===== config.mk =====
export PLATFORM = sky130hd
export DESIGN_NAME = mem_wb_stage
export DESIGN_NICKNAME = d
export VERILOG_FILES = /design/src/design/rv_core_pkg.sv /design/src/design/mem_wb_stage.sv
export SDC_FILE = /design/constraint.sdc
export NUM_CORES = 1
export LEC_CHECK = 0
export BUFFER_PORTS_ARGS = -buffer_cell sky130_fd_sc_hd__buf_4
export CORE_AREA = 4 4 129 131
export CTS_CLUSTER_DIAMETER = 50
export DETAILED_ROUTE_END_ITERATION = 12
export DIE_AREA = 0 0 133 135
export PLACE_DENSITY = 0.57
export SYNTH_ARGS = -nofsm -noshare
export SYNTH_HDL_FRONTEND = slang
export SYNTH_SLANG_ARGS = --single-unit

===== constraint.sdc =====
create_clock -name clk -period 1.4 [get_ports clk]
set_clock_uncertainty 0.1 [all_clocks]
set_input_delay 0.14 -clock clk [delete_from_list [all_inputs] [get_ports clk]]
set_output_delay 0.14 -clock clk [all_outputs]
set_load 0.01 [all_outputs]

===== src/design/rv_core_pkg.sv =====
package rv_core_pkg;

  // ==============================
  // datapath types
  // ==============================
  typedef logic [31:0] word_t;
  typedef logic [4:0]  reg_addr_t;

  // writeback source, chosen in decode
  typedef enum logic [1:0] {
    WB_ALU,
    WB_PC4,
    WB_MEM
  } wb_sel_t;

  // operand source for the execute stage
  typedef enum logic [1:0] {
    FWD_NONE,
    FWD_MEM,
    FWD_WB
  } fwd_sel_t;

endpackage


===== src/design/mem_wb_stage.sv =====
`timescale 1ns/10ps

module mem_wb_stage (
  input  logic                   clk,
  input  logic                   arst_n_i,
  input  rv_core_pkg::word_t     alu_result_mem_i,
  input  rv_core_pkg::word_t     store_data_mem_i,
  input  rv_core_pkg::word_t     pc4_mem_i,
  input  rv_core_pkg::word_t     jump_target_mem_i,
  input  rv_core_pkg::reg_addr_t rd_mem_i,
  input  logic                   reg_write_mem_i,
  input  logic                   mem_write_mem_i,
  input  logic                   is_load_mem_i,
  input  logic                   take_mem_i,
  input  rv_core_pkg::wb_sel_t   wb_sel_mem_i,
  input  rv_core_pkg::word_t     dmem_rdata_i,
  output rv_core_pkg::word_t     dmem_addr_o,
  output rv_core_pkg::word_t     dmem_wdata_o,
  output logic                   dmem_we_o,
  output logic                   pc_sel_o,
  output rv_core_pkg::word_t     jump_target_o,
  output rv_core_pkg::word_t     mem_result_o,
  output logic                   wb_we_o,
  output rv_core_pkg::reg_addr_t wb_rd_o,
  output rv_core_pkg::word_t     wb_data_o
);
  import rv_core_pkg::*;

  logic  is_load_wb;
  word_t result_wb;

  assign dmem_addr_o   = alu_result_mem_i;
  assign dmem_wdata_o  = store_data_mem_i;
  assign dmem_we_o     = mem_write_mem_i;
  assign pc_sel_o      = take_mem_i;
  assign jump_target_o = jump_target_mem_i;

  // non-load result, also forwarded back into execute
  assign mem_result_o = (wb_sel_mem_i == WB_PC4) ? pc4_mem_i : alu_result_mem_i;

  // ==============================
  // MEM/WB register
  // ==============================
  always_ff @(posedge clk or negedge arst_n_i) begin
    if (!arst_n_i) begin
      wb_we_o    <= 1'b0;
      is_load_wb <= 1'b0;
    end else begin
      wb_we_o    <= reg_write_mem_i;
      is_load_wb <= is_load_mem_i;
    end
  end

  always_ff @(posedge clk) begin
    wb_rd_o   <= rd_mem_i;
    result_wb <= mem_result_o;
  end

  // load data arrives one cycle after the address
  assign wb_data_o = is_load_wb ? dmem_rdata_i : result_wb;

endmodule


==> metrics <==
PwrDens=873 mW/mm2; Residual DRC=0; DR WL/cell=15.9 um; Worst setup SP type=flop; Crit Path Max Fanout=20; Worst Hold Depth=2; Crit Path Category=reg -> out; Die W=133 um; met1 Resource Use GR=just under 8%; Total GRT Usage=8.59%; top-area cell type share of the netlist area=30.7%; Starting Density=15.9%; violations in the final reports=hold timing, setup timing; Crit. path cell count=3; post-route cell area=0.00404 mm2; first-pass GRT wire length=11.6 mm; TritonCTS sink count=39; via count=roughly 1.9k; final worst setup slack=-0.239 ns; status=complete, but fails checks; hold slack final=-0.0132 ns; Layout Nets=between 500 and 600; post-route minimum period=1.64 ns; CTS Hold Bufs=8; GRT busiest layer=met2; Final TNS setup=-6.60 ns; RSZ-0062 raised after global routing=yes; CORE AREA=0.0156 mm2; Final Power=about 3.5 mW; top_reg_cell synth=dfxtp_1; top cells by count, synth=101 x buf_4, 37 x dfxtp_1, 32 x mux2_2; clock root buffer=clkbuf_16; Crit. End Element=output port; cell accounting for the most synthesized area=buf_4; drt total wl=just under 9 mm; register area share after synthesis=32.0%; Remaining Overflow, GRT=0; Hold Violations, Final=20; drt via density=approximately 3.4; slew margin rel.=91.1%; post-placement cell area=0.00355 mm2; worst-path cell chain=buf_12 > mux2_2 > buf_4; Worst path slowest cell=dfrtp_2; Post-Synthesis Net Count=383; DR iter-0 viols=30; Longest Clk Path Bufs=2; hpwl dp=around 6.7 mm; antenna violations before repair=0; vias in the first global route=between 2k and 2.5k; Synth Instances=210; type of the most critical hold path=in -> reg; Placer Congestion=roughly 0.78; maximum vdd drop=0.391 mV; Peak Freq=0.610 GHz; Leak Pwr=between 1.5 and 2 nW; Routed Antenna Nets=0; fraction of layout cells with a size suffix above 1=between 80% and 90%; # setup viols final=32; Async SR Flop Fraction=5.13%; drt first pass iters=3; Tcrit/Tclk final=117%; top-count cell post-synth=buf_4; Worst-Margin Slew=0.133 ns; CTS tree=yes; syn avg cell area=roughly 12 um2; register clock-pin slew on the reported worst setup and hold paths=roughly 0.06 ns; critical path's largest stage delay=about 0.41 ns; H-Tree Depth=2; synth top area cells=buf_4 31%, dfxtp_1 30%, mux2_4 18%, mux2_2 15%, buf_12 2.4%; crit-path leading delay family=flip-flops; max-slew violation count=0; CP Buf/Inv Count=2; pin count of the biggest net entering global routing=21; Die ar.=approximately 0.018 mm2; Area Growth Syn to Fin=63.3%; Ys Warns=0; synthesized cell area=0.00247 mm2; ant diodes=0; GRT met3 Usage=3.84%; number of synthesized flops with an enable pin=0; Maximum Capacitance Violations=0; die height=135 um; crit path DAT=between 1 and 1.5 ns; Netlist cell types=10; fin util=25.9%; PortBufs=208; Required @ worst endpoint=1.16 ns; Ports=341; FP Rows=46; met2 Track Usage GR=16.1%; Synth Register Bits=39; Num CTS Buffers=5
## repair_timing
action / CTS / global route
setup endpoints to repair: 34 / 60
pin swaps: 0 / 0
endpoints found under the hold margin: 40 / 27
gates resized for setup: 3 / 31
gates cloned: 2 / 2
setup buffers: 1 / 2
## layout make-up
cell class	count	area, um2
clock buffer	5	125
clock inverter	3	20.0
fill	1632	11600
multi-input combinational	65	862
sequential	39	792
timing repair buffer	227	1970
tap	216	270
## power by group
group / total, mW / switching, mW / internal (mW)
clock network: 1.17 / 0.509 / 0.658
registers: 1.22 / 0.0246 / 1.20
logic: 1.14 / 0.404 / 0.734
total: 3.52 / 0.938 / 2.59
## flip-flops by register name (all words and copies together), names as in the netlist
signal / count
result_wb: 32
wb_we_o: 1
is_load_wb: 1
wb_rd_o: 5
## stage by stage
step | std cells | setup WS [ns] | hold WS, ns
5_1_grt | 555 | -0.282 | -0.0272
2_1_floorplan | 210 | 0.176 | -0.256
6_report | 555 | -0.239 | -0.0132
4_1_cts | 551 | -0.268 | -0.0384
3_5_place_dp | 532 | -0.0149 | -0.174
3_3_place_gp | 532 | 0.0110 | -0.176
## routing by layer
layer	up-vias	routed length, um
li1	848	-
met1	869	2840
met2	150	4780
met3	38	945
met4	0	236
met5	-	0
## cell families (layout without fill, tap and decap cells)
logic type,after synthesis,count (layout),share of synthesized area (%)
buffers and inverters,106,235,33.8
muxes,64,64,33.7
DFF,39,39,32.0
and+or+nand+nor,1,1,0.557
## worst paths after layout
path                         startpoint           end  slack [ns]
min in group asynchronous      arst_n_i    is_load_wb        0.09
setup / recovery             is_load_wb  wb_data_o[6]       -0.24
hold / removal             pc4_mem_i[2]  result_wb[2]       -0.01
max in group asynchronous      arst_n_i    is_load_wb        1.02
## layout by cell type (no fill, tap or decap)
cell,Yosys,final
buf_6,1,26
buf_12,3,4
dlygate4sd3_1,0,8
mux2_1,2,2
clkinvlp_4,0,2
buf_4,101,184
nor2b_4,1,1
dfxtp_1,37,37
clkinv_2,0,1
mux2_4,30,34
dfrtp_2,0,1
dfrtp_1,2,1
mux2_2,32,28
buf_16,0,3
clkbuf_16,0,7
No activity file was read; power rests on OpenSTA's default activity.
