<file path="src/design/rv_isa_pkg.sv">
package rv_isa_pkg;

  // ==============================
  // instruction fields
  // ==============================
  typedef logic [6:0] opcode_t;
  typedef logic [2:0] funct3_t;

  localparam opcode_t OPC_OP     = 7'b0110011;
  localparam opcode_t OPC_OP_IMM = 7'b0010011;
  localparam opcode_t OPC_LUI    = 7'b0110111;
  localparam opcode_t OPC_AUIPC  = 7'b0010111;
  localparam opcode_t OPC_LOAD   = 7'b0000011;
  localparam opcode_t OPC_STORE  = 7'b0100011;
  localparam opcode_t OPC_BRANCH = 7'b1100011;
  localparam opcode_t OPC_JAL    = 7'b1101111;
  localparam opcode_t OPC_JALR   = 7'b1100111;

  // alu funct3, shared by OP and OP-IMM
  localparam funct3_t F3_ADD  = 3'b000;
  localparam funct3_t F3_SLL  = 3'b001;
  localparam funct3_t F3_SLT  = 3'b010;
  localparam funct3_t F3_SLTU = 3'b011;
  localparam funct3_t F3_XOR  = 3'b100;
  localparam funct3_t F3_SR   = 3'b101;
  localparam funct3_t F3_OR   = 3'b110;
  localparam funct3_t F3_AND  = 3'b111;
  // beq is the only other branch kept
  localparam funct3_t F3_BNE  = 3'b001;

  typedef enum logic [3:0] {
    ALU_ADD, ALU_SUB, ALU_AND, ALU_OR, ALU_XOR, ALU_SLT,
    ALU_SLTU, ALU_SLL, ALU_SRL, ALU_SRA, ALU_PASS_B
  } alu_op_t;

  // addi x0, x0, 0
  localparam logic [31:0] NOP_INSTR = 32'h0000_0013;

endpackage

</file>
<file path="src/design/rv_core_pkg.sv">
package rv_core_pkg;

  // ==============================
  // datapath types
  // ==============================
  typedef logic [31:0] word_t;
  typedef logic [4:0]  reg_addr_t;

  // writeback source, chosen in decode
  typedef enum logic [1:0] {
    WB_ALU,
    WB_PC4,
    WB_MEM
  } wb_sel_t;

  // operand source for the execute stage
  typedef enum logic [1:0] {
    FWD_NONE,
    FWD_MEM,
    FWD_WB
  } fwd_sel_t;

endpackage

</file>
<file path="src/design/fetch_stage.sv">
`timescale 1ns/10ps

module fetch_stage #(
  parameter rv_core_pkg::word_t RESET_PC = '0
) (
  input  logic               clk,
  input  logic               arst_n_i,
  input  logic               stall_i,
  input  logic               flush_i,
  input  logic               pc_sel_i,
  input  rv_core_pkg::word_t jump_target_i,
  input  rv_core_pkg::word_t imem_data_i,
  output rv_core_pkg::word_t imem_addr_o,
  output rv_core_pkg::word_t pc_id_o,
  output rv_core_pkg::word_t instr_id_o
);
  import rv_core_pkg::*;
  import rv_isa_pkg::*;

  word_t pc_q;
  word_t pc_next;

  // redirect from the memory stage wins over sequential fetch
  assign pc_next     = pc_sel_i ? jump_target_i : pc_q + 32'd4;
  assign imem_addr_o = pc_q;

  always_ff @(posedge clk or negedge arst_n_i) begin
    if (!arst_n_i) begin
      pc_q <= RESET_PC;
    end else if (!stall_i) begin
      pc_q <= pc_next;
    end
  end

  // ==============================
  // IF/ID register
  // ==============================
  always_ff @(posedge clk or negedge arst_n_i) begin
    if (!arst_n_i) begin
      instr_id_o <= NOP_INSTR;
    end else if (flush_i) begin
      instr_id_o <= NOP_INSTR;
    end else if (!stall_i) begin
      instr_id_o <= imem_data_i;
    end
  end

  always_ff @(posedge clk) begin
    if (!stall_i) begin
      pc_id_o <= pc_q;
    end
  end

endmodule

</file>
<file path="config.mk">
export PLATFORM = sky130hd
export DESIGN_NAME = fetch_stage
export DESIGN_NICKNAME = d
export VERILOG_FILES = /design/src/design/rv_isa_pkg.sv /design/src/design/rv_core_pkg.sv /design/src/design/fetch_stage.sv
export SDC_FILE = /design/constraint.sdc
export NUM_CORES = 1
export LEC_CHECK = 0
export ABC_CLOCK_PERIOD_IN_PS = 3400
export BUFFER_PORTS_ARGS = -buffer_cell sky130_fd_sc_hd__buf_2
export CORE_ASPECT_RATIO = 0.75
export CORE_MARGIN = 3
export CORE_UTILIZATION = 53
export CTS_CLUSTER_SIZE = 20
export DETAILED_ROUTE_END_ITERATION = 12
export PLACE_DENSITY_LB_ADDON = 0.2
export SLEW_MARGIN = 20
export SYNTH_ARGS = -nofsm -noshare
export SYNTH_HDL_FRONTEND = slang
export SYNTH_SLANG_ARGS = --single-unit
export TNS_END_PERCENT = 1
</file>
<file path="constraint.sdc">
create_clock -name clk -period 3.4 [get_ports clk]
set_input_delay 0.34 -clock clk [delete_from_list [all_inputs] [get_ports clk]]
set_output_delay 0.34 -clock clk [all_outputs]
set_load 0.005 [all_outputs]
</file>
==> results.ini <==
[clocking]
post_cts_buffers = 0
cts_hold_buf = 0
clock_latency_ns = 0.36
path_clk_slew_ns = 0.09
cts_buffer_depth = 2
cts_sinks = 96
htree_levels = 3
cts_root_buf = clkbuf_8
cts_tree = built
cts_resized = 0
numCtsBuffers = 9

[floorplanning]
die_x_um = 109.8
die-area_sq_um = 9209
initial_core_util_pct = 56.36
io_pins = 165
fp.dieH_um = 83.86
coreArea_sq_um = 7601
core.rowCount = 27

[global_routing]
antenna_found_initial = 0
grt_overflow_total = 0
grt_max_degree = 38
grtUsageTotal_pct = 23.95
first_global_vias = 3461
grt_pass1_wl_um = 17570

[place]
dpl.hpwl_um = 7530
port_buffers = 164
placed_area_sq_um = 5145
place.gp.congestion = 0.8513
preCtsSetupSlack_ns = 1.261

[logic_synthesis]
async_flop_share_pct = 66.67
ys_ff_latch = 96
synth-edff-count = 32
synth_nets = 438
yosysTopAreaCell = dfrtp_1
yosysSeqAreaShare_pct = 59.90
ys_warn_count = 0
synthFlopType = dfrtp_1
synth_area_leaders = dfrtp_1, edfxtp_1, mux2i_1
yosysTopAreaCellShare_pct = 35.63
avgSynthCellArea_sq_um = 11.64
synthCells = 368
synth.most_common_cell = dfrtp_1
ys_types = 51
syn_area_sq_um = 4284
yosys-top-cells-count = dfrtp_1, nor2_1, mux2i_1

[critical_path]
critPathSlowestCell = nor4_1
path_depth = 5
critPathLaunch = imem_addr_o[14]
worstPathArrival_ns = 2.46
max_stage_delay_ns = 0.53
setup.worst_path.start_class = register
critPathCapture = imem_addr_o[26]
endpoint_kind = register
reg2reg_depth = 5
cp_max_fo = 12
crit_family = simple AND/OR/NAND/NOR gates
rrSetupSlack_ns = 1.19
cp_cell_sequence = and4_1 -> nand3_1 -> nor4_1 -> a41oi_1 -> o22a_1
critPathKind = register to register
critPathBufInv = 0
worstReg2RegStart = imem_addr_o[14]
timing.rr.end = imem_addr_o[26]
crit_required_ns = 3.65

[detailed_routing]
vias = 3555
drtIter0Drc = 200
wire_per_inst_um = 16.95
avgViaCountPerCell = 5.643
wl_um = 10680
drt_pre_antenna_iters = 5
drc = 0
ant_nets = 0

[timing]
slew_violations = 0
relSlewSlack_pct = 51.57
rsz0062_at_grt = false
period_share_pct = 65.01
hold_violations = 0
skew_ns = 0.01233
fmax_ghz = 0.4524
fin_crit_ns = 2.210
tightest_slew_ns = 0.7265
setup_viol = 0
final.setup.worst_slack_ns = 1.190
finalSetupTns_ns = 0

[layout]
fill_cells = 588
seqCellArea_sq_um = 2566
area_growth_pct = 24.74
diodes = 0
final_layout_size_suffix_gt1_share_pct = 36.67
final_area_sq_um = 5344
nets = 594
multiInputGateArea_sq_um = 1564

[pwr]
ir_worst_vdd_uv = 252.7
leakagePower_nw = 2.503
power.density_nw_per_um2 = 485.0

[min_path]
hold_path.class = primary input to asynchronous set/reset pin

[status]
status = completed

[run]
max-cap-violations = 0

-- placed cells by master (no fill, tap or decap), types with 3 or more instances in the layout --
master      n
edfxtp_1   32
o22ai_1     6
mux2i_1    34
nor3_1     10
nand3_1     7
a221o_1     3
o41ai_1     4
nor2_1     43
o211ai_1    5
nand2_1    25
a22oi_1     9
inv_1       6
a211o_1     3
buf_4       5
nor2b_1     4
a21oi_1    16
o22a_1      4
buf_2     164
dfrtp_1    61
nand4_1     7
and4_1      5
dfstp_2     3
o21ai_0    16
a31oi_1     3
nor4_1      7
clkbuf_8   10
-- layer usage --
layer	GRT usage [%]	wire, um	vias up
li1	-	-	1685
met1	33.68	4551	1668
met2	37.17	4955	185
met3	5.800	1008	17
met4	6.455	161	0
met5	0	0	-
-- flip-flops by register name, summed over array words and instances, names as in the netlist --
signal / flops
instr_id_o: 32
pc_id_o: 32
imem_addr_o: 32
-- worst min-delay path by stage --
stage | start | to | slack, ns | cells past startpoint
global route | arst_n_i | instr_id_o[22] | 0.08 | 1
floorplan | arst_n_i | imem_addr_o[0] | 0.04 | 0
CTS | arst_n_i | instr_id_o[18] | 0.04 | 1
finish | arst_n_i | instr_id_o[2] | 0.04 | 1
global placement | arst_n_i | instr_id_o[9] | 0.43 | 1
detailed placement | arst_n_i | instr_id_o[9] | 0.43 | 1
-- logic make-up after synthesis --
group	Yosys count	share of synthesized area, %
multiplexers	36	8.470
adder cells (fa/ha/maj)	1	0.2920
AND/OR/NAND/NOR	121	14.72
AO/OA/AOI/OAI	82	13.03
flip-flops	96	59.90
buffers and inverters	32	3.592
-- per-stage QoR --
step           total power, mW  cells  hold slack [ns]  util [%]
2_1_floorplan            1.644    368          0.04441         -
6_report                 2.592    630          0.03778     70.30
3_3_place_gp             1.856    614           0.4310     67.69
4_1_cts                  2.611    630          0.04217     70.30
3_5_place_dp             1.873    614           0.4313     67.69
5_1_grt                  2.729    630          0.08204     70.30
-- where the power goes --
group	total [mW]	internal (mW)	switching, mW
clock	0.743	0.362	0.381
combinational	0.401	0.192	0.209
sequential	1.45	1.33	0.121
total	2.59	1.88	0.711
-- cell type report --
class | count | share of cell area [%]
Inverter | 8 | 0.5619
Clock inverter | 4 | 1.007
Tap cell | 101 | 2.365
Timing Repair Buffer | 169 | 16.06
Multi-Input combinational cell | 240 | 29.27
Sequential cell | 96 | 48.02
Clock buffer | 12 | 2.716
Note: power is estimated with default switching activity, not from simulation.
