**src/design/rv_core_pkg.sv**
```systemverilog
package rv_core_pkg;

  // ==============================
  // datapath types
  // ==============================
  typedef logic [31:0] word_t;
  typedef logic [4:0]  reg_addr_t;

  // writeback source, chosen in decode
  typedef enum logic [1:0] {
    WB_ALU,
    WB_PC4,
    WB_MEM
  } wb_sel_t;

  // operand source for the execute stage
  typedef enum logic [1:0] {
    FWD_NONE,
    FWD_MEM,
    FWD_WB
  } fwd_sel_t;

endpackage

```
**src/design/hazard_unit.sv**
```systemverilog
`timescale 1ns/10ps

module hazard_unit (
  input  rv_core_pkg::reg_addr_t rs1_id_i,
  input  rv_core_pkg::reg_addr_t rs2_id_i,
  input  rv_core_pkg::reg_addr_t rs1_exe_i,
  input  rv_core_pkg::reg_addr_t rs2_exe_i,
  input  rv_core_pkg::reg_addr_t rd_exe_i,
  input  logic                   is_load_exe_i,
  input  rv_core_pkg::reg_addr_t rd_mem_i,
  input  logic                   reg_write_mem_i,
  input  rv_core_pkg::reg_addr_t rd_wb_i,
  input  logic                   reg_write_wb_i,
  input  logic                   pc_sel_i,
  output logic                   fwd_rs1_id_o,
  output logic                   fwd_rs2_id_o,
  output rv_core_pkg::fwd_sel_t  fwd_rs1_exe_o,
  output rv_core_pkg::fwd_sel_t  fwd_rs2_exe_o,
  output logic                   stall_o,
  output logic                   flush_o
);
  import rv_core_pkg::*;

  // the newer result in memory wins over writeback
  function automatic fwd_sel_t exe_fwd(input reg_addr_t rs, input logic we_mem,
                                       input reg_addr_t rd_mem, input logic we_wb,
                                       input reg_addr_t rd_wb);
    fwd_sel_t sel;
    if (we_mem && (rd_mem == rs)) begin
      sel = FWD_MEM;
    end else if (we_wb && (rd_wb == rs)) begin
      sel = FWD_WB;
    end else begin
      sel = FWD_NONE;
    end
    return sel;
  endfunction

  assign fwd_rs1_exe_o = exe_fwd(rs1_exe_i, reg_write_mem_i, rd_mem_i,
                                 reg_write_wb_i, rd_wb_i);
  assign fwd_rs2_exe_o = exe_fwd(rs2_exe_i, reg_write_mem_i, rd_mem_i,
                                 reg_write_wb_i, rd_wb_i);

  // register file is written at the same edge decode samples it
  assign fwd_rs1_id_o = reg_write_wb_i && (rd_wb_i == rs1_id_i);
  assign fwd_rs2_id_o = reg_write_wb_i && (rd_wb_i == rs2_id_i);

  // no load-use stall when the pair is on the wrong path
  assign stall_o = is_load_exe_i && !pc_sel_i &&
                   ((rd_exe_i == rs1_id_i) || (rd_exe_i == rs2_id_i));
  assign flush_o = pc_sel_i;

endmodule

```
**config.mk**
```make
export PLATFORM = sky130hd
export DESIGN_NAME = hazard_unit
export DESIGN_NICKNAME = d
export VERILOG_FILES = /design/src/design/rv_core_pkg.sv /design/src/design/hazard_unit.sv
export SDC_FILE = /design/constraint.sdc
export NUM_CORES = 1
export LEC_CHECK = 0
export ABC_AREA = 1
export BUFFER_PORTS_ARGS = -buffer_cell sky130_fd_sc_hd__buf_2
export CAP_MARGIN = 20
export CORE_MARGIN = 2
export CORE_UTILIZATION = 38
export DETAILED_ROUTE_END_ITERATION = 12
export PLACE_DENSITY = 0.89
export SYNTH_ARGS = -nofsm -noshare
export SYNTH_HDL_FRONTEND = slang
export SYNTH_SLANG_ARGS = --single-unit
```
**constraint.sdc**
```tcl
create_clock -name vclk -period 0.8
set_input_delay 0.16 -clock vclk [all_inputs]
set_output_delay 0.16 -clock vclk [all_outputs]
set_load 0.05 [all_outputs]
```
==> metrics.md, run 1 <==
| Metric | Value |
|---|---|
| Ys Warns | `0` |
| Synth area leader | `nand2_1` |
| Top Ports | `47` |
| Post-Syn Area per Cell | `4.83 µm²` |
| Cells after synthesis | `126` |
| Final GP Congestion | `0.887` |
| Largest net degree at the start of global routing | `8` |
| Synth Cell Area | `608 µm²` |
| Post-Place Setup Slack | `-0.478 ns` |
| Status | `did not finish` |
| Yosys top cell area share | `0.247` |
| Initial core utilization | `0.404` |
| Worst setup endpoint GRT | `fwd_rs2_exe_o[1]` |
| Site row count | `14` |
| Netlist cell types | `17` |
| Die width | `44 µm` |
| Worst ep type | `primary output` |
| Failing step | `5_1_grt` |
| Synth top area cells | `nand2_1, inv_1, xnor2_1, nor2_1, o2111ai_1` |
| IO buf count | `47` |
| Syn Nets | `165` |
| Sequential share of the synthesized area | `0` |
| Log Error | `[ERROR DPL-0033] detailed placement checks failed during check placement.` |
| Antenna violations before repair | `0` |
| DP HPWL | `1.80 mm` |
| Die H | `44 µm` |
## logic make-up after synthesis
family	synth area share
XOR/XNOR	0.187
AO/OA/AOI/OAI	0.179
AND/OR/NAND/NOR	0.455
buffers and inverters	0.179
## cell usage after synthesis
cell / count
nand3b_1: 1
a21oi_1: 6
or2_0: 3
nor2_1: 15
nand2_1: 40
inv_1: 25
nand3_1: 5
nand4_1: 2
inv_2: 2
o22ai_1: 3
nor2_2: 1
o2111ai_1: 4
o21ai_0: 3
xor2_1: 3
xnor2_1: 10
o21ai_1: 2
buf_4: 1
## timing repair
action / in CTS
gates cloned: 0
buffers inserted: 1
hold buffers: 0
resized for setup: 75
pin swaps: 36
setup endpoints to repair: 7
## metrics by stage
stage          area (µm²)  std cells  TNS [ns]
3_5_place_dp         1070        194     -3.22
3_3_place_gp         1070        194     -3.04
2_1_floorplan         767        126     -1.24
4_1_cts              1370        195     -2.03
==> run 2: changes to the inputs <==
--- a/config.mk
+++ b/config.mk
@@ -8,10 +8,10 @@
 export ABC_AREA = 1
 export BUFFER_PORTS_ARGS = -buffer_cell sky130_fd_sc_hd__buf_2
 export CAP_MARGIN = 20
-export CORE_MARGIN = 2
-export CORE_UTILIZATION = 38
+export CORE_AREA = 2 2 63 65
 export DETAILED_ROUTE_END_ITERATION = 12
-export PLACE_DENSITY = 0.89
+export DIE_AREA = 0 0 65 67
+export PLACE_DENSITY_LB_ADDON = 0.15
 export SYNTH_ARGS = -nofsm -noshare
 export SYNTH_HDL_FRONTEND = slang
 export SYNTH_SLANG_ARGS = --single-unit
==> constraint.sdc (replaced) <==
create_clock -name vclk -period 1.04
set_input_delay 0.208 -clock vclk [all_inputs]
set_output_delay 0.208 -clock vclk [all_outputs]
set_load 0.05 [all_outputs]
==> run 2 against run 1 <==
  * The flow now finishes, with violations (negative setup slack)
  * Synthesized cell count unchanged
  * Area after synthesis unchanged
==> metrics.md, run 2 <==
| Metric | Value |
|---|---|
| Status | `finished with violations (was did not finish)` |
| Failing checks | `negative setup slack` |
| Crit Path Class | `input pin to primary output` |
| Hold-fix buffers at CTS | `0 (unchanged)` |
| WP buf/inv | `2` |
| Number of diodes | `0` |
| WHS Path Cells | `2` |
| Tcrit/Tclk final | `1.16` |
| ANT nets after route | `0` |
| DR WL/cell | `11.4 µm` |
| Rel. slew slack | `0.836` |
| Sequential share of the synthesized area | `0 (unchanged)` |
| Final WS setup | `-0.166 ns` |
| Synth Cell Area | `608 µm² (unchanged)` |
| Initial core utilization | `0.169 (was 0.404)` |
| Hold crit path type | `input pin to primary output` |
| Crit path depth | `7` |
| Area growth syn-to-layout | `168%` |
| Yosys top cell area share | `0.247 (unchanged)` |
| Routed WL | `2.61 mm` |
| DR vias | `986` |
| Vias in the first global route | `960` |
| Ratio of cells with drive above 1 in the final layout | `0.646` |
| Cell mode on critical path | `nor2_4` |
| Syn Nets | `165 (unchanged)` |
| Critical Path RT | `0.83 ns` |
| Sequential cell area | `0 µm²` |
| RSZ-0062 raised after global routing | `yes` |
| First-pass GRT wire length | `4.07 mm` |
| Crit path arrival time | `1.00 ns` |
| GRT Residual Overflow | `0` |
| Fin nets | `222` |
| Die width | `65 µm (was 44 µm)` |
| Antenna violations before repair | `0` |
| Top Metal Used | `met3` |
| Max_cap viols | `0` |
| Final GP Congestion | `0.748 (was 0.887)` |
| Iter 0 DRT Violations | `14` |
| Most numerous cell in the Yosys netlist | `nand2_1 (unchanged)` |
| Ys Warns | `0 (unchanged)` |
| Cells after synthesis | `126 (unchanged)` |
| Detailed-route DRC error count | `0` |
| Largest stage delay, worst path | `0.19 ns` |
| Final hold viol count | `0` |
| PD cells | `407 nW/µm²` |
| CP endpoint kind | `primary output` |
| Top Family by Delay on Critical Path | `simple AND/OR/NAND/NOR gates` |
| Top Ports | `47 (unchanged)` |
| Netlist cell types | `17 (unchanged)` |
| Metal2 WL | `1.44 mm` |
| Startpoint types | `input pin` |
| Synth cell count leaders | `nand2_1, inv_1, nor2_1, xnor2_1, a21oi_1 (unchanged)` |
| Final setup viols | `7` |
| Largest net degree at the start of global routing | `7` |
| Filler Cell Count | `355` |
| Via density | `4.31` |
| Post-Route M1 WL | `1.01 mm` |
| Fmax | `829 MHz` |
| Met3 WL post-DR | `149 µm` |
| DP HPWL | `2.07 mm (was 1.80 mm)` |
| FF+latch count | `0` |
| CP Max Fanout | `4` |
| Final critical-path required period | `1.21 ns` |
| Worst-margin pin slew | `0.243 ns` |
| Die H | `67 µm (was 44 µm)` |
| Leakage | `0.743 nW` |
| Multi-input gate area | `801 µm²` |
| IO buf count | `47 (unchanged)` |
| Worst VDD drop | `0.000149 V` |
| Critical-path top delay cell | `nand3b_1` |
| Synth area leader | `nand2_1 (unchanged)` |
| Crit path cell chain | `buf_8 > nand2_1 > o21ai_2 > nand3b_1 > nor2_4 > nor2_4 > buf_6` |
| Die ar. | `4360 µm²` |
| Most frequent cells in the layout | `nand2_1, buf_6, buf_8` |
| Site row count | `22 (was 14)` |
| GRT Total Usage | `0.115` |
| Tot Pwr | `664 µW` |
| Number of clock buffers in the layout | `0` |
| Non-filler instance count after layout | `229` |
| Cell count after placement | `228 (was 194)` |
| Most common cell after layout, fill and taps aside | `nand2_1` |
| Post-Syn Area per Cell | `4.83 µm² (unchanged)` |
| CORE AREA | `3610 µm²` |
| Synth top area cells | `nand2_1, inv_1, xnor2_1, nor2_1, o2111ai_1 (unchanged)` |
| Max Slew Vio Count | `0` |
| DRT Pass-1 Iters | `4` |
## run 2: final timing paths
| path | slack, ns | endpoint | from |
|---|---|---|---|
| setup / recovery | -0.17 | fwd_rs2_exe_o[1] | rs2_exe_i[1] |
| hold / removal | 0.72 | flush_o | pc_sel_i |
## run 2: per-stage QoR
stage	utilization	setup slack, ns	setup TNS [ns]	hold slack [ns]	instance area, µm²
after floorplan	-	-0.140	-0.332	0.583	693
after global placement	0.289	-0.316	-2.01	0.718	1040
after detailed placement	0.289	-0.357	-2.14	0.718	1040
after CTS	0.385	-0.190	-1.01	0.719	1390
after global routing	0.452	-0.221	-1.17	0.721	1630
final	0.452	-0.166	-0.873	0.718	1630
## run 2: per-layer routing
layer / up-vias / track usage
met2: 35 / 0.241
met1: 444 / 0.133
li1: 507 / -
met5: - / 0
met4: 0 / 0
met3: 0 / 0.00676
## run 2: where the power goes
part,leakage (nW),switching [mW],internal (mW)
sequential,0,0,0
clock,0,0,0
combinational,0.743,0.316,0.348
total,0.743,0.316,0.348
## run 2: layout make-up
| cell class | instances | share of cell area |
|---|---|---|
| Timing Repair Buffer | 56 | 0.375 |
| Multi-Input combinational cell | 98 | 0.491 |
| Inverter | 27 | 0.0974 |
| Tap cell | 48 | 0.0368 |
## run 2: logic make-up after synthesis
kind of cell              synth area share
and+or+nand+nor                      0.455
buffers and inverters                0.179
AOI/OAI and AO/OA                    0.179
xor gates and xnor gates             0.187
## run 2: what timing repair did
| action | 4_1_cts | 5_1_grt |
|---|---|---|
| pin swaps | 27 | 27 |
| hold endpoints to repair | 0 | 0 |
| setup endpoints to repair | 7 | 7 |
| setup buffers | 0 | 1 |
| resized for setup | 95 | 64 |
No activity file was read; power rests on OpenSTA's default activity.
==> run 3: changes to the inputs <==
--- a/config.mk
+++ b/config.mk
@@ -11,6 +11,7 @@
 export CORE_AREA = 2 2 63 65
 export DETAILED_ROUTE_END_ITERATION = 12
 export DIE_AREA = 0 0 65 67
+export MAX_ROUTING_LAYER = met4
 export PLACE_DENSITY_LB_ADDON = 0.15
 export SYNTH_ARGS = -nofsm -noshare
 export SYNTH_HDL_FRONTEND = slang
==> run 3 against run 2 <==
  * The flow still finishes with violations (negative setup slack)
  * Sequential share of layout area is the same
  * Clock-buffer cell count did not move
  * Utilization did not move
  * First-iteration DRC count did not move
  * Combinational power about the same
  * Final area unchanged
  * Flip-flop and latch count did not move
  * Setup slack unchanged
  * Cell count stayed put
  * Critical path depth unchanged
  * Die area did not move
  * Global-route usage grew 0.30 points
  * Critical path type unchanged
==> metrics.md, run 3 (same netlist as run 2, synthesis figures left out) <==
| Metric | Value |
|---|---|
| Crit path arrival time | `1.00 ns (about the same)` |
| Antenna violations before repair | `0 (unchanged)` |
| DRT Pass-1 Iters | `4 (unchanged)` |
| Final critical-path required period | `1.21 ns (unchanged)` |
| Largest net degree at the start of global routing | `7 (unchanged)` |
| Ratio of cells with drive above 1 in the final layout | `0.646 (unchanged)` |
| Failing checks | `negative setup slack (unchanged)` |
| Area growth syn-to-layout | `168% (unchanged)` |
| FF+latch count | `0 (unchanged)` |
| Crit Path Class | `input pin to primary output (unchanged)` |
| Net switching power | `316 µW (about the same)` |
| Critical Path RT | `0.83 ns (about the same)` |
| Sw Ratio | `0.476 (about the same)` |
| Detailed-route DRC error count | `0 (unchanged)` |
| Max Slew Vio Count | `0 (unchanged)` |
| Metal2 WL | `1.44 mm (unchanged)` |
| Fin nets | `222 (unchanged)` |
| GRT Residual Overflow | `0 (unchanged)` |
| DR WL/cell | `11.4 µm (unchanged)` |
| Tot Pwr | `664 µW (about the same)` |
| Final setup TNS | `-0.873 ns (unchanged)` |
| Initial core utilization | `0.169 (unchanged)` |
| Most common cell after layout, fill and taps aside | `nand2_1 (unchanged)` |
| Post-Route M1 WL | `1.02 mm (was 1.01 mm)` |
| Rel. slew slack | `0.836 (unchanged)` |
| Site row count | `22 (unchanged)` |
| Die H | `67 µm (unchanged)` |
| Clock share of power | `0 (about the same)` |
| Fmax | `829 MHz (unchanged)` |
| Final WS setup | `-0.166 ns (unchanged)` |
| Top Ports | `47 (unchanged)` |
| Met3 WL post-DR | `142 µm (was 149 µm)` |
| Vias in the first global route | `960 (unchanged)` |
| First-pass GRT wire length | `4.07 mm (unchanged)` |
| Hold crit path type | `input pin to primary output (unchanged)` |
| Die ar. | `4360 µm² (unchanged)` |
| Sequential cell area | `0 µm² (unchanged)` |
| Hold-fix buffers at CTS | `0 (unchanged)` |
| Internal | `348 µW (unchanged)` |
| CORE AREA | `3610 µm² (unchanged)` |
| Via density | `4.31 (unchanged)` |
| CP Max Fanout | `4 (unchanged)` |
| Post-Place Setup Slack | `-0.357 ns (unchanged)` |
| Worst VDD drop | `0.000149 V (about the same)` |
| Top Metal Used | `met3 (unchanged)` |
| Final hold viol count | `0 (unchanged)` |
| Status | `finished with violations (unchanged)` |
| Most frequent cells in the layout | `nand2_1, buf_6, buf_8 (unchanged)` |
| Final GP Congestion | `0.758 (was 0.748)` |
| Startpoint types | `input pin (unchanged)` |
| Seq pwr share | `0 (about the same)` |
| Die width | `65 µm (unchanged)` |
| Number of clock buffers in the layout | `0 (unchanged)` |
| Tcrit/Tclk final | `1.16 (unchanged)` |
| Comb power frac | `1.000 (about the same)` |
| Leakage | `0.743 nW (unchanged)` |
| Iter 0 DRT Violations | `14 (unchanged)` |
| Fin Hold WS | `0.718 ns (unchanged)` |
| DP HPWL | `2.07 mm (unchanged)` |
| Number of diodes | `0 (unchanged)` |
| DR vias | `986 (unchanged)` |
| RSZ-0062 raised after global routing | `yes (unchanged)` |
| ANT nets after route | `0 (unchanged)` |
| Final setup viols | `7 (unchanged)` |
| Max_cap viols | `0 (unchanged)` |
| Worst-margin pin slew | `0.243 ns (unchanged)` |
| WHS Path Cells | `2 (unchanged)` |
| CP endpoint kind | `primary output (unchanged)` |
| Routed WL | `2.61 mm (unchanged)` |
| PD cells | `407 nW/µm² (about the same)` |
| IO buf count | `47 (unchanged)` |
| GRT Total Usage | `0.118 (was 0.115)` |
## run 3: cell counts in the layout (fill, tap and decap cells not counted)
No cell type changed its count.
## run 3: metrics by stage
stage                     area [µm²]   util  std cells
after detailed placement        1040  0.289        228
final                           1630  0.452        229
after global routing            1630  0.452        229
after global placement          1040  0.289        228
after floorplan                  693      -        126
after CTS                       1390  0.385        228
## run 3: power groups by stage
stage / clock (mW) / combinational (mW) / sequential [mW]
floorplan: 0 / 0.223 / 0
global placement: 0 / 0.398 / 0
detailed placement: 0 / 0.406 / 0
CTS: 0 / 0.552 / 0
global route: 0 / 0.714 / 0
finish: 0 / 0.664 / 0
## run 3: what timing repair did
item / 4_1_cts / 5_1_grt
resized for setup: 95 / 64
pin swaps: 27 / 27
endpoints found under the setup margin: 7 / 7
buffers inserted: 0 / 1
## run 3: layer usage
| layer | up-vias | track usage |
|---|---|---|
| met3 | 0 | 0.00507 |
| li1 | 507 | - |
| met4 | 0 | 0 |
| met5 | - | - |
| met1 | 444 | 0.134 |
| met2 | 35 | 0.241 |
## run 3: cell type report
type / count / area (µm²)
fillers: 355 / 1970
multi-input cells: 98 / 801
repair buffers: 56 / 612
inverters: 27 / 159
well taps: 48 / 60.1
## run 3: worst paths after layout
| check | startpoint | endpoint | slack (ns) |
|---|---|---|---|
| max | rs2_exe_i[1] | fwd_rs2_exe_o[1] | -0.17 |
| min | pc_sel_i | flush_o | 0.72 |
## run 3: critical path, cell delays in order
cell and delay [ns]:
buf_8 0.11, nand2_1 0.07, o21ai_2 0.06, nand3b_1 0.19, nor2_4 0.18, nor2_4 0.04, buf_6 0.14
